`src/source/core_cfg.svh`:
```
`ifndef CORE_CFG_SVH
`define CORE_CFG_SVH

// first fetch address after reset
`define CORE_RESET_PC 32'h0000_0000

// architectural register count
`define CORE_NUM_REGS 32

// addi x0, x0, 0
`define CORE_NOP 32'h0000_0013

`endif

```
`src/source/core_pkg.sv`:
```
package core_pkg;

  typedef logic [31:0] word_t;
  typedef logic [31:0] addr_t;
  typedef logic [4:0]  reg_idx_t;

  // rv32i major opcodes handled by the core
  typedef enum logic [6:0] {
    OP_LOAD   = 7'b0000011,
    OP_IMM    = 7'b0010011,
    OP_STORE  = 7'b0100011,
    OP_REG    = 7'b0110011,
    OP_LUI    = 7'b0110111,
    OP_BRANCH = 7'b1100011,
    OP_JAL    = 7'b1101111
  } opcode_t;

  typedef enum logic [2:0] {
    ALU_ADD,
    ALU_SUB,
    ALU_AND,
    ALU_OR,
    ALU_XOR,
    ALU_SLT,
    // operand b straight through, for lui
    ALU_PASS_B
  } alu_op_t;

  // what write-back puts into rd
  typedef enum logic [1:0] {
    RES_ALU,
    RES_LOAD,
    RES_LINK
  } result_src_t;

endpackage

```
`src/source/stage_if.sv`:
```
`timescale 1ns/1ps

// fetch to decode
interface if_id_if;
  logic            valid;
  core_pkg::addr_t pc;
  core_pkg::addr_t pc_plus4;
  core_pkg::word_t instr;

  modport source (output valid, pc, pc_plus4, instr);
  modport sink   (input valid, pc, pc_plus4, instr);
endinterface

// decode to execute, operands plus the full control set
interface id_ex_if;
  logic                  valid;
  core_pkg::addr_t       pc;
  core_pkg::addr_t       pc_plus4;
  core_pkg::word_t       rs1_data;
  core_pkg::word_t       rs2_data;
  core_pkg::word_t       imm;
  core_pkg::reg_idx_t    rd;
  core_pkg::alu_op_t     alu_op;
  logic                  alu_src_imm;
  logic                  mem_read;
  logic                  mem_write;
  logic                  reg_write;
  core_pkg::result_src_t result_src;
  logic                  is_branch;
  logic                  branch_ne;
  logic                  is_jump;

  modport source (
    output valid, pc, pc_plus4, rs1_data, rs2_data, imm, rd, alu_op, alu_src_imm,
           mem_read, mem_write, reg_write, result_src, is_branch, branch_ne, is_jump
  );
  modport sink (
    input valid, pc, pc_plus4, rs1_data, rs2_data, imm, rd, alu_op, alu_src_imm,
          mem_read, mem_write, reg_write, result_src, is_branch, branch_ne, is_jump
  );
endinterface

// execute to memory
interface ex_mem_if;
  logic                  valid;
  core_pkg::word_t       alu_result;
  core_pkg::word_t       store_data;
  core_pkg::reg_idx_t    rd;
  logic                  mem_read;
  logic                  mem_write;
  logic                  reg_write;
  core_pkg::result_src_t result_src;
  core_pkg::addr_t       pc_plus4;

  modport source (
    output valid, alu_result, store_data, rd, mem_read, mem_write, reg_write,
           result_src, pc_plus4
  );
  modport sink (
    input valid, alu_result, store_data, rd, mem_read, mem_write, reg_write,
          result_src, pc_plus4
  );
endinterface

// memory to write-back
interface mem_wb_if;
  logic                  valid;
  core_pkg::word_t       alu_result;
  core_pkg::word_t       load_data;
  core_pkg::addr_t       pc_plus4;
  core_pkg::reg_idx_t    rd;
  logic                  reg_write;
  core_pkg::result_src_t result_src;

  modport source (output valid, alu_result, load_data, pc_plus4, rd, reg_write, result_src);
  modport sink   (input valid, alu_result, load_data, pc_plus4, rd, reg_write, result_src);
endinterface

```
`src/source/decode_stage.sv`:
```
`timescale 1ns/1ps
`include "core_cfg.svh"

module decode_stage (
  input  logic               clk,
  input  logic               reset,
  input  logic               redirect,
  if_id_if.sink              from_fetch,
  input  logic               wb_we,
  input  core_pkg::reg_idx_t wb_rd,
  input  core_pkg::word_t    wb_data,
  id_ex_if.source            to_execute
);

  logic              valid_q;
  core_pkg::addr_t   pc_q;
  core_pkg::addr_t   pc_plus4_q;
  core_pkg::word_t   instr_q;

  core_pkg::opcode_t opcode;
  logic [2:0]        funct3;
  logic [6:0]        funct7;
  logic              known;
  core_pkg::word_t   imm_i;
  core_pkg::word_t   imm_s;
  core_pkg::word_t   imm_b;
  core_pkg::word_t   imm_j;
  core_pkg::word_t   imm_u;
  core_pkg::word_t   rs1_data;
  core_pkg::word_t   rs2_data;

  // if/id register, a taken branch in execute squashes this slot
  always_ff @(posedge clk) begin
    if (reset || redirect) begin
      valid_q <= 1'b0;
      instr_q <= `CORE_NOP;
    end else begin
      valid_q <= from_fetch.valid;
      instr_q <= from_fetch.instr;
    end
    pc_q       <= from_fetch.pc;
    pc_plus4_q <= from_fetch.pc_plus4;
  end

  assign opcode = core_pkg::opcode_t'(instr_q[6:0]);
  assign funct3 = instr_q[14:12];
  assign funct7 = instr_q[31:25];

  assign imm_i = {{20{instr_q[31]}}, instr_q[31:20]};
  assign imm_s = {{20{instr_q[31]}}, instr_q[31:25], instr_q[11:7]};
  assign imm_b = {{19{instr_q[31]}}, instr_q[31], instr_q[7], instr_q[30:25],
                  instr_q[11:8], 1'b0};
  assign imm_j = {{11{instr_q[31]}}, instr_q[31], instr_q[19:12], instr_q[20],
                  instr_q[30:21], 1'b0};
  assign imm_u = {instr_q[31:12], 12'b0};

  register_file u_register_file (
    .clk      (clk),
    .reset    (reset),
    .rs1      (instr_q[19:15]),
    .rs2      (instr_q[24:20]),
    .rs1_data (rs1_data),
    .rs2_data (rs2_data),
    .we       (wb_we),
    .rd       (wb_rd),
    .wd       (wb_data)
  );

  always_comb begin
    known                  = 1'b1;
    to_execute.imm         = imm_i;
    to_execute.alu_op      = core_pkg::ALU_ADD;
    to_execute.alu_src_imm = 1'b0;
    to_execute.mem_read    = 1'b0;
    to_execute.mem_write   = 1'b0;
    to_execute.reg_write   = 1'b0;
    to_execute.result_src  = core_pkg::RES_ALU;
    to_execute.is_branch   = 1'b0;
    to_execute.branch_ne   = 1'b0;
    to_execute.is_jump     = 1'b0;
    case (opcode)
      core_pkg::OP_REG: begin
        to_execute.reg_write = 1'b1;
        case (funct3)
          3'b000:  to_execute.alu_op = funct7[5] ? core_pkg::ALU_SUB : core_pkg::ALU_ADD;
          3'b010:  to_execute.alu_op = core_pkg::ALU_SLT;
          3'b100:  to_execute.alu_op = core_pkg::ALU_XOR;
          3'b110:  to_execute.alu_op = core_pkg::ALU_OR;
          3'b111:  to_execute.alu_op = core_pkg::ALU_AND;
          default: known = 1'b0;
        endcase
      end
      core_pkg::OP_IMM: begin
        to_execute.reg_write   = 1'b1;
        to_execute.alu_src_imm = 1'b1;
        case (funct3)
          3'b000:  to_execute.alu_op = core_pkg::ALU_ADD;
          3'b100:  to_execute.alu_op = core_pkg::ALU_XOR;
          3'b110:  to_execute.alu_op = core_pkg::ALU_OR;
          3'b111:  to_execute.alu_op = core_pkg::ALU_AND;
          default: known = 1'b0;
        endcase
      end
      core_pkg::OP_LUI: begin
        to_execute.reg_write   = 1'b1;
        to_execute.alu_src_imm = 1'b1;
        to_execute.alu_op      = core_pkg::ALU_PASS_B;
        to_execute.imm         = imm_u;
      end
      core_pkg::OP_LOAD: begin
        // word loads only
        known                  = (funct3 == 3'b010);
        to_execute.reg_write   = 1'b1;
        to_execute.alu_src_imm = 1'b1;
        to_execute.mem_read    = 1'b1;
        to_execute.result_src  = core_pkg::RES_LOAD;
      end
      core_pkg::OP_STORE: begin
        known                  = (funct3 == 3'b010);
        to_execute.alu_src_imm = 1'b1;
        to_execute.mem_write   = 1'b1;
        to_execute.imm         = imm_s;
      end
      core_pkg::OP_BRANCH: begin
        // beq and bne only
        known                = (funct3[2:1] == 2'b00);
        to_execute.is_branch = 1'b1;
        to_execute.branch_ne = funct3[0];
        to_execute.alu_op    = core_pkg::ALU_SUB;
        to_execute.imm       = imm_b;
      end
      core_pkg::OP_JAL: begin
        to_execute.is_jump    = 1'b1;
        to_execute.reg_write  = 1'b1;
        to_execute.result_src = core_pkg::RES_LINK;
        to_execute.imm        = imm_j;
      end
      default: known = 1'b0;
    endcase
  end

  assign to_execute.valid    = valid_q && known;
  assign to_execute.pc       = pc_q;
  assign to_execute.pc_plus4 = pc_plus4_q;
  assign to_execute.rs1_data = rs1_data;
  assign to_execute.rs2_data = rs2_data;
  assign to_execute.rd       = instr_q[11:7];

endmodule

```
`src/source/execute_stage.sv`:
```
`timescale 1ns/1ps

module execute_stage (
  input  logic            clk,
  input  logic            reset,
  id_ex_if.sink           from_decode,
  ex_mem_if.source        to_memory,
  output logic            redirect,
  output core_pkg::addr_t redirect_target
);

  logic                  valid_q;
  core_pkg::addr_t       pc_q;
  core_pkg::addr_t       pc_plus4_q;
  core_pkg::word_t       rs1_q;
  core_pkg::word_t       rs2_q;
  core_pkg::word_t       imm_q;
  core_pkg::reg_idx_t    rd_q;
  core_pkg::alu_op_t     alu_op_q;
  logic                  alu_src_imm_q;
  logic                  mem_read_q;
  logic                  mem_write_q;
  logic                  reg_write_q;
  core_pkg::result_src_t result_src_q;
  logic                  is_branch_q;
  logic                  branch_ne_q;
  logic                  is_jump_q;

  core_pkg::word_t       operand_b;
  core_pkg::word_t       alu_result;
  logic                  equal;

  // id/ex register; the slot behind a taken branch is dropped here
  always_ff @(posedge clk) begin
    if (reset) begin
      valid_q <= 1'b0;
    end else begin
      valid_q <= from_decode.valid && !redirect;
    end
    pc_q          <= from_decode.pc;
    pc_plus4_q    <= from_decode.pc_plus4;
    rs1_q         <= from_decode.rs1_data;
    rs2_q         <= from_decode.rs2_data;
    imm_q         <= from_decode.imm;
    rd_q          <= from_decode.rd;
    alu_op_q      <= from_decode.alu_op;
    alu_src_imm_q <= from_decode.alu_src_imm;
    mem_read_q    <= from_decode.mem_read;
    mem_write_q   <= from_decode.mem_write;
    reg_write_q   <= from_decode.reg_write;
    result_src_q  <= from_decode.result_src;
    is_branch_q   <= from_decode.is_branch;
    branch_ne_q   <= from_decode.branch_ne;
    is_jump_q     <= from_decode.is_jump;
  end

  assign operand_b = alu_src_imm_q ? imm_q : rs2_q;

  always_comb begin
    case (alu_op_q)
      core_pkg::ALU_ADD:    alu_result = rs1_q + operand_b;
      core_pkg::ALU_SUB:    alu_result = rs1_q - operand_b;
      core_pkg::ALU_AND:    alu_result = rs1_q & operand_b;
      core_pkg::ALU_OR:     alu_result = rs1_q | operand_b;
      core_pkg::ALU_XOR:    alu_result = rs1_q ^ operand_b;
      core_pkg::ALU_SLT:    alu_result = {31'b0, $signed(rs1_q) < $signed(operand_b)};
      core_pkg::ALU_PASS_B: alu_result = operand_b;
      default:              alu_result = '0;
    endcase
  end

  // beq wants equal, bne wants not equal
  assign equal           = (rs1_q == rs2_q);
  assign redirect        = valid_q && (is_jump_q || (is_branch_q && (equal != branch_ne_q)));
  assign redirect_target = pc_q + imm_q;

  assign to_memory.valid      = valid_q;
  assign to_memory.alu_result = alu_result;
  assign to_memory.store_data = rs2_q;
  assign to_memory.rd         = rd_q;
  assign to_memory.mem_read   = mem_read_q;
  assign to_memory.mem_write  = mem_write_q;
  assign to_memory.reg_write  = reg_write_q;
  assign to_memory.result_src = result_src_q;
  assign to_memory.pc_plus4   = pc_plus4_q;

endmodule

```
`src/source/fetch_stage.sv`:
```
`timescale 1ns/1ps
`include "core_cfg.svh"

module fetch_stage (
  input  logic            clk,
  input  logic            reset,
  input  logic            redirect,
  input  core_pkg::addr_t redirect_target,
  output core_pkg::addr_t imem_address,
  input  core_pkg::word_t imem_read_data,
  if_id_if.source         to_decode
);

  core_pkg::addr_t pc;
  // low for the first cycle out of reset, pc holds meanwhile
  logic            running;

  always_ff @(posedge clk) begin
    if (reset) begin
      pc      <= `CORE_RESET_PC;
      running <= 1'b0;
    end else begin
      running <= 1'b1;
      if (redirect) begin
        pc <= redirect_target;
      end else if (running) begin
        pc <= pc + 32'd4;
      end
    end
  end

  assign imem_address = pc;

  // fetched word goes out the same cycle, decode registers it
  assign to_decode.valid    = running;
  assign to_decode.pc       = pc;
  assign to_decode.pc_plus4 = pc + 32'd4;
  assign to_decode.instr    = imem_read_data;

endmodule

```
`src/source/memory_stage.sv`:
```
`timescale 1ns/1ps

module memory_stage (
  input  logic            clk,
  input  logic            reset,
  ex_mem_if.sink          from_execute,
  output core_pkg::addr_t dmem_address,
  output core_pkg::word_t dmem_write_data,
  output logic [3:0]      dmem_write_enable,
  input  core_pkg::word_t dmem_read_data,
  mem_wb_if.source        to_write_back
);

  logic                  valid_q;
  core_pkg::word_t       alu_result_q;
  core_pkg::word_t       store_data_q;
  core_pkg::reg_idx_t    rd_q;
  logic                  mem_read_q;
  logic                  mem_write_q;
  logic                  reg_write_q;
  core_pkg::result_src_t result_src_q;
  core_pkg::addr_t       pc_plus4_q;

  always_ff @(posedge clk) begin
    if (reset) begin
      valid_q <= 1'b0;
    end else begin
      valid_q <= from_execute.valid;
    end
    alu_result_q <= from_execute.alu_result;
    store_data_q <= from_execute.store_data;
    rd_q         <= from_execute.rd;
    mem_read_q   <= from_execute.mem_read;
    mem_write_q  <= from_execute.mem_write;
    reg_write_q  <= from_execute.reg_write;
    result_src_q <= from_execute.result_src;
    pc_plus4_q   <= from_execute.pc_plus4;
  end

  // word stores only, so all four byte lanes together
  assign dmem_address      = alu_result_q;
  assign dmem_write_data   = store_data_q;
  assign dmem_write_enable = {4{valid_q && mem_write_q}};

  assign to_write_back.valid      = valid_q;
  assign to_write_back.alu_result = alu_result_q;
  assign to_write_back.load_data  = mem_read_q ? dmem_read_data : '0;
  assign to_write_back.pc_plus4   = pc_plus4_q;
  assign to_write_back.rd         = rd_q;
  assign to_write_back.reg_write  = reg_write_q;
  assign to_write_back.result_src = result_src_q;

endmodule

```
`src/source/register_file.sv`:
```
`timescale 1ns/1ps
`include "core_cfg.svh"

module register_file (
  input  logic               clk,
  input  logic               reset,
  input  core_pkg::reg_idx_t rs1,
  input  core_pkg::reg_idx_t rs2,
  output core_pkg::word_t    rs1_data,
  output core_pkg::word_t    rs2_data,
  input  logic               we,
  input  core_pkg::reg_idx_t rd,
  input  core_pkg::word_t    wd
);

  core_pkg::word_t regs [`CORE_NUM_REGS];

  always_ff @(posedge clk) begin
    if (reset) begin
      for (int i = 0; i < `CORE_NUM_REGS; i++) begin
        regs[i] <= '0;
      end
    end else if (we && rd != '0) begin
      regs[rd] <= wd;
    end
  end

  // same-cycle write shows up on the read side
  assign rs1_data = (rs1 == '0) ? '0 : (we && rd == rs1) ? wd : regs[rs1];
  assign rs2_data = (rs2 == '0) ? '0 : (we && rd == rs2) ? wd : regs[rs2];

endmodule

```
`src/source/riscv_pipelined.sv`:
```
`timescale 1ns/1ps

module riscv_pipelined (
  input  logic            clk,
  input  logic            reset,

  // instruction memory
  output core_pkg::addr_t imem_address,
  input  core_pkg::word_t imem_read_data,

  // data memory
  output core_pkg::addr_t dmem_address,
  output core_pkg::word_t dmem_write_data,
  output logic [3:0]      dmem_write_enable,
  input  core_pkg::word_t dmem_read_data
);

  if_id_if  if_id ();
  id_ex_if  id_ex ();
  ex_mem_if ex_mem ();
  mem_wb_if mem_wb ();

  // branch resolution from execute
  logic               redirect;
  core_pkg::addr_t    redirect_target;

  // register file write port
  logic               wb_we;
  core_pkg::reg_idx_t wb_rd;
  core_pkg::word_t    wb_data;

  fetch_stage u_fetch_stage (
    .clk             (clk),
    .reset           (reset),
    .redirect        (redirect),
    .redirect_target (redirect_target),
    .imem_address    (imem_address),
    .imem_read_data  (imem_read_data),
    .to_decode       (if_id)
  );

  decode_stage u_decode_stage (
    .clk        (clk),
    .reset      (reset),
    .redirect   (redirect),
    .from_fetch (if_id),
    .wb_we      (wb_we),
    .wb_rd      (wb_rd),
    .wb_data    (wb_data),
    .to_execute (id_ex)
  );

  execute_stage u_execute_stage (
    .clk             (clk),
    .reset           (reset),
    .from_decode     (id_ex),
    .to_memory       (ex_mem),
    .redirect        (redirect),
    .redirect_target (redirect_target)
  );

  memory_stage u_memory_stage (
    .clk               (clk),
    .reset             (reset),
    .from_execute      (ex_mem),
    .dmem_address      (dmem_address),
    .dmem_write_data   (dmem_write_data),
    .dmem_write_enable (dmem_write_enable),
    .dmem_read_data    (dmem_read_data),
    .to_write_back     (mem_wb)
  );

  write_back u_write_back (
    .clk         (clk),
    .reset       (reset),
    .from_memory (mem_wb),
    .we          (wb_we),
    .rd          (wb_rd),
    .result      (wb_data)
  );

endmodule

```
`src/source/write_back.sv`:
```
`timescale 1ns/1ps

module write_back (
  input  logic               clk,
  input  logic               reset,
  mem_wb_if.sink             from_memory,
  output logic               we,
  output core_pkg::reg_idx_t rd,
  output core_pkg::word_t    result
);

  logic                  valid_q;
  logic                  reg_write_q;
  core_pkg::word_t       alu_result_q;
  core_pkg::word_t       load_data_q;
  core_pkg::addr_t       pc_plus4_q;
  core_pkg::result_src_t result_src_q;

  always_ff @(posedge clk) begin
    if (reset) begin
      valid_q <= 1'b0;
    end else begin
      valid_q <= from_memory.valid;
    end
    reg_write_q  <= from_memory.reg_write;
    alu_result_q <= from_memory.alu_result;
    load_data_q  <= from_memory.load_data;
    pc_plus4_q   <= from_memory.pc_plus4;
    result_src_q <= from_memory.result_src;
    rd           <= from_memory.rd;
  end

  always_comb begin
    case (result_src_q)
      core_pkg::RES_LOAD: result = load_data_q;
      core_pkg::RES_LINK: result = pc_plus4_q;
      default:            result = alu_result_q;
    endcase
  end

  // x0 writes are dropped here as well
  assign we = valid_q && reg_write_q && (rd != '0);

endmodule

```
`config.mk`:
```
export PLATFORM = sky130hd
export DESIGN_NAME = riscv_pipelined
export DESIGN_NICKNAME = d
export VERILOG_FILES = /design/src/source/core_pkg.sv /design/src/source/stage_if.sv /design/src/source/decode_stage.sv /design/src/source/execute_stage.sv /design/src/source/fetch_stage.sv /design/src/source/memory_stage.sv /design/src/source/register_file.sv /design/src/source/riscv_pipelined.sv /design/src/source/write_back.sv
export VERILOG_INCLUDE_DIRS = /design/src /design/src/source
export SDC_FILE = /design/constraint.sdc
export NUM_CORES = 2
export LEC_CHECK = 0
export BUFFER_PORTS_ARGS = -buffer_cell sky130_fd_sc_hd__clkbuf_2
export CAP_MARGIN = 20
export CORE_MARGIN = 4
export CORE_UTILIZATION = 35
export CTS_CLUSTER_DIAMETER = 30
export DETAILED_ROUTE_END_ITERATION = 10
export PLACE_DENSITY = 0.52
export SLEW_MARGIN = 20
export SYNTH_ARGS = -nofsm -noshare
export SYNTH_HDL_FRONTEND = slang
export SYNTH_SLANG_ARGS = --single-unit
```
`constraint.sdc`:
```
create_clock -name clk -period 4.4 [get_ports clk]
set_clock_uncertainty 0.15 [all_clocks]
set_input_delay 0.44 -clock clk [delete_from_list [all_inputs] [get_ports clk]]
set_output_delay 0.44 -clock clk [all_outputs]
set_load 0.005 [all_outputs]
```
==> results.toml <==
[place]
port_buffers = 165
dpl.cell_count = 8272
gp_congestion = 0.976
hpwlAfterDp_um = 184000

[sta]
max_freq_mhz = 245
tightest_slew_ns = 1.11
post-route-period-util = 0.929
min_period_ns = 4.09
slew_viol_final = 0
hold_viol_final = 0
relSlewSlack = 0.260
setup_violations = 0
finalSetupTns_ns = 0
hold_slack_ns = 0.0804
rsz0062_at_grt = "false"

[setup_path]
worstSetupPathType = "reg -> reg"
slowest_stage = "mux2i_1"
r2r_start = "u_execute_stage.alu_src_imm_q"
cp-start-kind = "flip-flop"
cp-end-kind = "flip-flop"
slowest_delay_ns = 0.53
cp.required_ns = 5.05
crit_buf_inv = 1
r2r_cells = 13
crit_path_start = "u_execute_stage.alu_src_imm_q"
cp_max_fo = 7
cp.arrival_ns = 4.73
cp_num_cells = 13
crit_family = "compound AO/OA/AOI/OAI gates"
cpMostUsedCell = "o211ai_1"
crit_chain = "mux2i_1 -> inv_1 -> ha_1 -> fa_1 -> o21bai_1 -> a211o_1 -> and4_1 -> o211ai_1 -> a31oi_1 -> nor2b_1 -> o211ai_1 -> nand4_1 -> a22o_1"

[route]
wl_um = 283000
drc = 0
vias = 51900
wl_per_cell_um = 31.3
ant_nets = 0
first_pass_iters = 5
vias_per_cell = 5.75
drt_iter0_markers = 6313

[job]
maxCapViolCount = 0

[worst_hold_path]
worstHoldStart = "imem_read_data[18]"
worstHoldPathCells = 3
hp-class = "in -> reg"

[cts]
clock_sinks = 1539
cts_buffer_depth = 4
cts_tree = "done"
cts_buffers = 385
clk_pin_slew_ns = 0.04
root_buffer = "clkbuf_16"
clk_latency_ns = 0.95
htree_levels = 5

[die]
pin_count = 166
die-height_um = 466
fp.dieW_um = 466
row_count = 167
core_um2 = 208000
start_util = 0.353
design.die.area_um2 = 217000

[synth]
synth_mux_area_frac = 0.202
ys_seq_area_frac = 0.559
async_flop_share = 0
synth_top_family_by_area = "multiplexers"
syn_inst = 5519
synth_seq_cells = 1539
synth_edf_count = 1024
synth_adder_area_share = 0.0255
synthXorXnorAreaFrac = 0.0175
synth_area_um2 = 73500
synth_flop_cell = "edfxtp_1"
synth_warnings = 0
yosys.area_share.simple = 0.0994
avgSynthCellArea_um2 = 13.3
synth_compound_area_frac = 0.0642
ys_types = 94

[pwr]
power.density_nw_per_um2 = 568
power.leakage_uw = 0.0338
ir_worst_vdd_v = 0.000475

[global_route]
grt_pass1_vias = 52200
grt_use_total = 0.255
gr-total-overflow = 0
grt_max_degree = 65
antenna_found_initial = 8
grt_pass1_wl_um = 396000

[final_layout]
instances_no_fill = 9023
layout.cells.most_common_list = "1181 x nor2_1, 1024 x edfxtp_1, 640 x mux4_2, 502 x dfxtp_1, 399 x clkbuf_16"
nFillCells = 18600
final_common_cell = "nor2_1"
top_register = "u_decode_stage.u_register_file.regs"
largest_reg_flops = 1024
fin_nets = 6150
layout-drive-gt1-share = 0.290
final_core_util = 0.446
syn2layout_area_growth_pct = 26.1

[outcome]
status = "completed"
[final timing paths]
path	to	slack [ns]
worst max-delay path	u_memory_stage.dmem_address[26]	0.31
worst min-delay path	u_decode_stage.instr_q[18]	0.08
worst max register to register	u_memory_stage.dmem_address[26]	0.31
worst min register to register	u_write_back.rd[3]	0.13
[worst min-delay path, stage by stage]
cell           delay, ns
dlygate4sd3_1       0.52
clkbuf_2            0.09
and2_1              0.10
[synth_stat cells (4+ instances only)]
cell / instances / share of area
o21bai_1: 18 / 0.0018
nor2_1: 1185 / 0.061
nor3_1: 32 / 0.0022
nand2_1: 175 / 0.0089
a21o_1: 45 / 0.0046
ha_1: 145 / 0.025
nor4_1: 23 / 0.0020
clkbuf_1: 381 / 0.019
a31o_2: 4 / 0.00048
nor2b_1: 85 / 0.0072
and4_1: 4 / 0.00048
o221ai_1: 10 / 0.0012
mux2i_1: 39 / 0.0053
nand2b_1: 11 / 0.00094
or4_1: 5 / 0.00051
or3_1: 12 / 0.0010
nor3b_1: 6 / 0.00061
buf_4: 9 / 0.00092
buf_2: 74 / 0.0050
a221o_1: 6 / 0.00082
o41ai_1: 4 / 0.00048
o21ai_0: 67 / 0.0046
nand4_1: 23 / 0.0020
a211oi_1: 160 / 0.016
inv_1: 105 / 0.0054
and2_1: 77 / 0.0066
a22oi_1: 43 / 0.0044
a22o_1: 8 / 0.00095
xnor2_1: 79 / 0.0094
and3_1: 21 / 0.0018
o22ai_1: 26 / 0.0022
a21boi_0: 4 / 0.00041
o31ai_1: 11 / 0.0011
a21oi_1: 175 / 0.012
dfxtp_1: 515 / 0.14
nand3_1: 44 / 0.0030
o211ai_1: 10 / 0.0010
a31oi_1: 22 / 0.0019
mux4_2: 640 / 0.20
a221oi_1: 7 / 0.00083
o21a_1: 12 / 0.0012
xor2_1: 68 / 0.0081
buf_1: 26 / 0.0013
edfxtp_1: 1024 / 0.42
o21ai_1: 4 / 0.00027
[per-stage QoR]
stage / worst slack (ns) / total power [µW] / area [µm²]
after floorplan: 0.258 / 21000 / 73600
after global placement: 0.311 / 24600 / 79000
after detailed placement: 0.368 / 24600 / 79000
after CTS: 0.344 / 52800 / 92600
after global routing: 0.00382 / 54100 / 92600
final: 0.314 / 52600 / 92600
[cell type report]
cell class,instances,area [µm²],area share
Inverter,108,405,0.00438
Antenna cell,6,15.0,0.000162
Sequential cell,1539,41100,0.444
Timing Repair Buffer,491,3990,0.0431
Multi-Input combinational cell,3411,30700,0.332
Tap cell,2788,3490,0.0377
Clock inverter,220,2610,0.0282
Clock buffer,460,10300,0.111
[what timing repair did]
| action | 4_1_cts | 5_1_grt |
|---|---|---|
| hold buffers | 65 | 0 |
| setup buffers | 0 | 0 |
| resized for setup | 0 | 2 |
| endpoints found under the setup margin | 0 | 2 |
| hold endpoints to repair | 74 | 0 |
[layer usage]
| metal | wire length [µm] | vias to the layer above | track usage |
|---|---|---|---|
| li1 | - | 21600 | - |
| met1 | 112000 | 26900 | 0.336 |
| met2 | 131000 | 2816 | 0.404 |
| met3 | 26700 | 521 | 0.0640 |
| met4 | 12400 | 0 | 0.106 |
| met5 | 0 | - | 0 |
[where the power goes]
group          total [µW]  internal [µW]  leakage, µW  switching (µW)
logic                7380           2510       0.0127            4870
clock network       28100          19500      0.00626            8650
registers           17100          16200       0.0148             904
total               52600          38200       0.0338           14400
[kinds of logic after synthesis]
logic type	count (synthesis)
compound gates	688
xor+xnor	147
fa+ha+maj	148
buf+inv	600
flops	1539
mux	681
other cells	1
simple gates	1715
(Power assumes the default switching activity.)
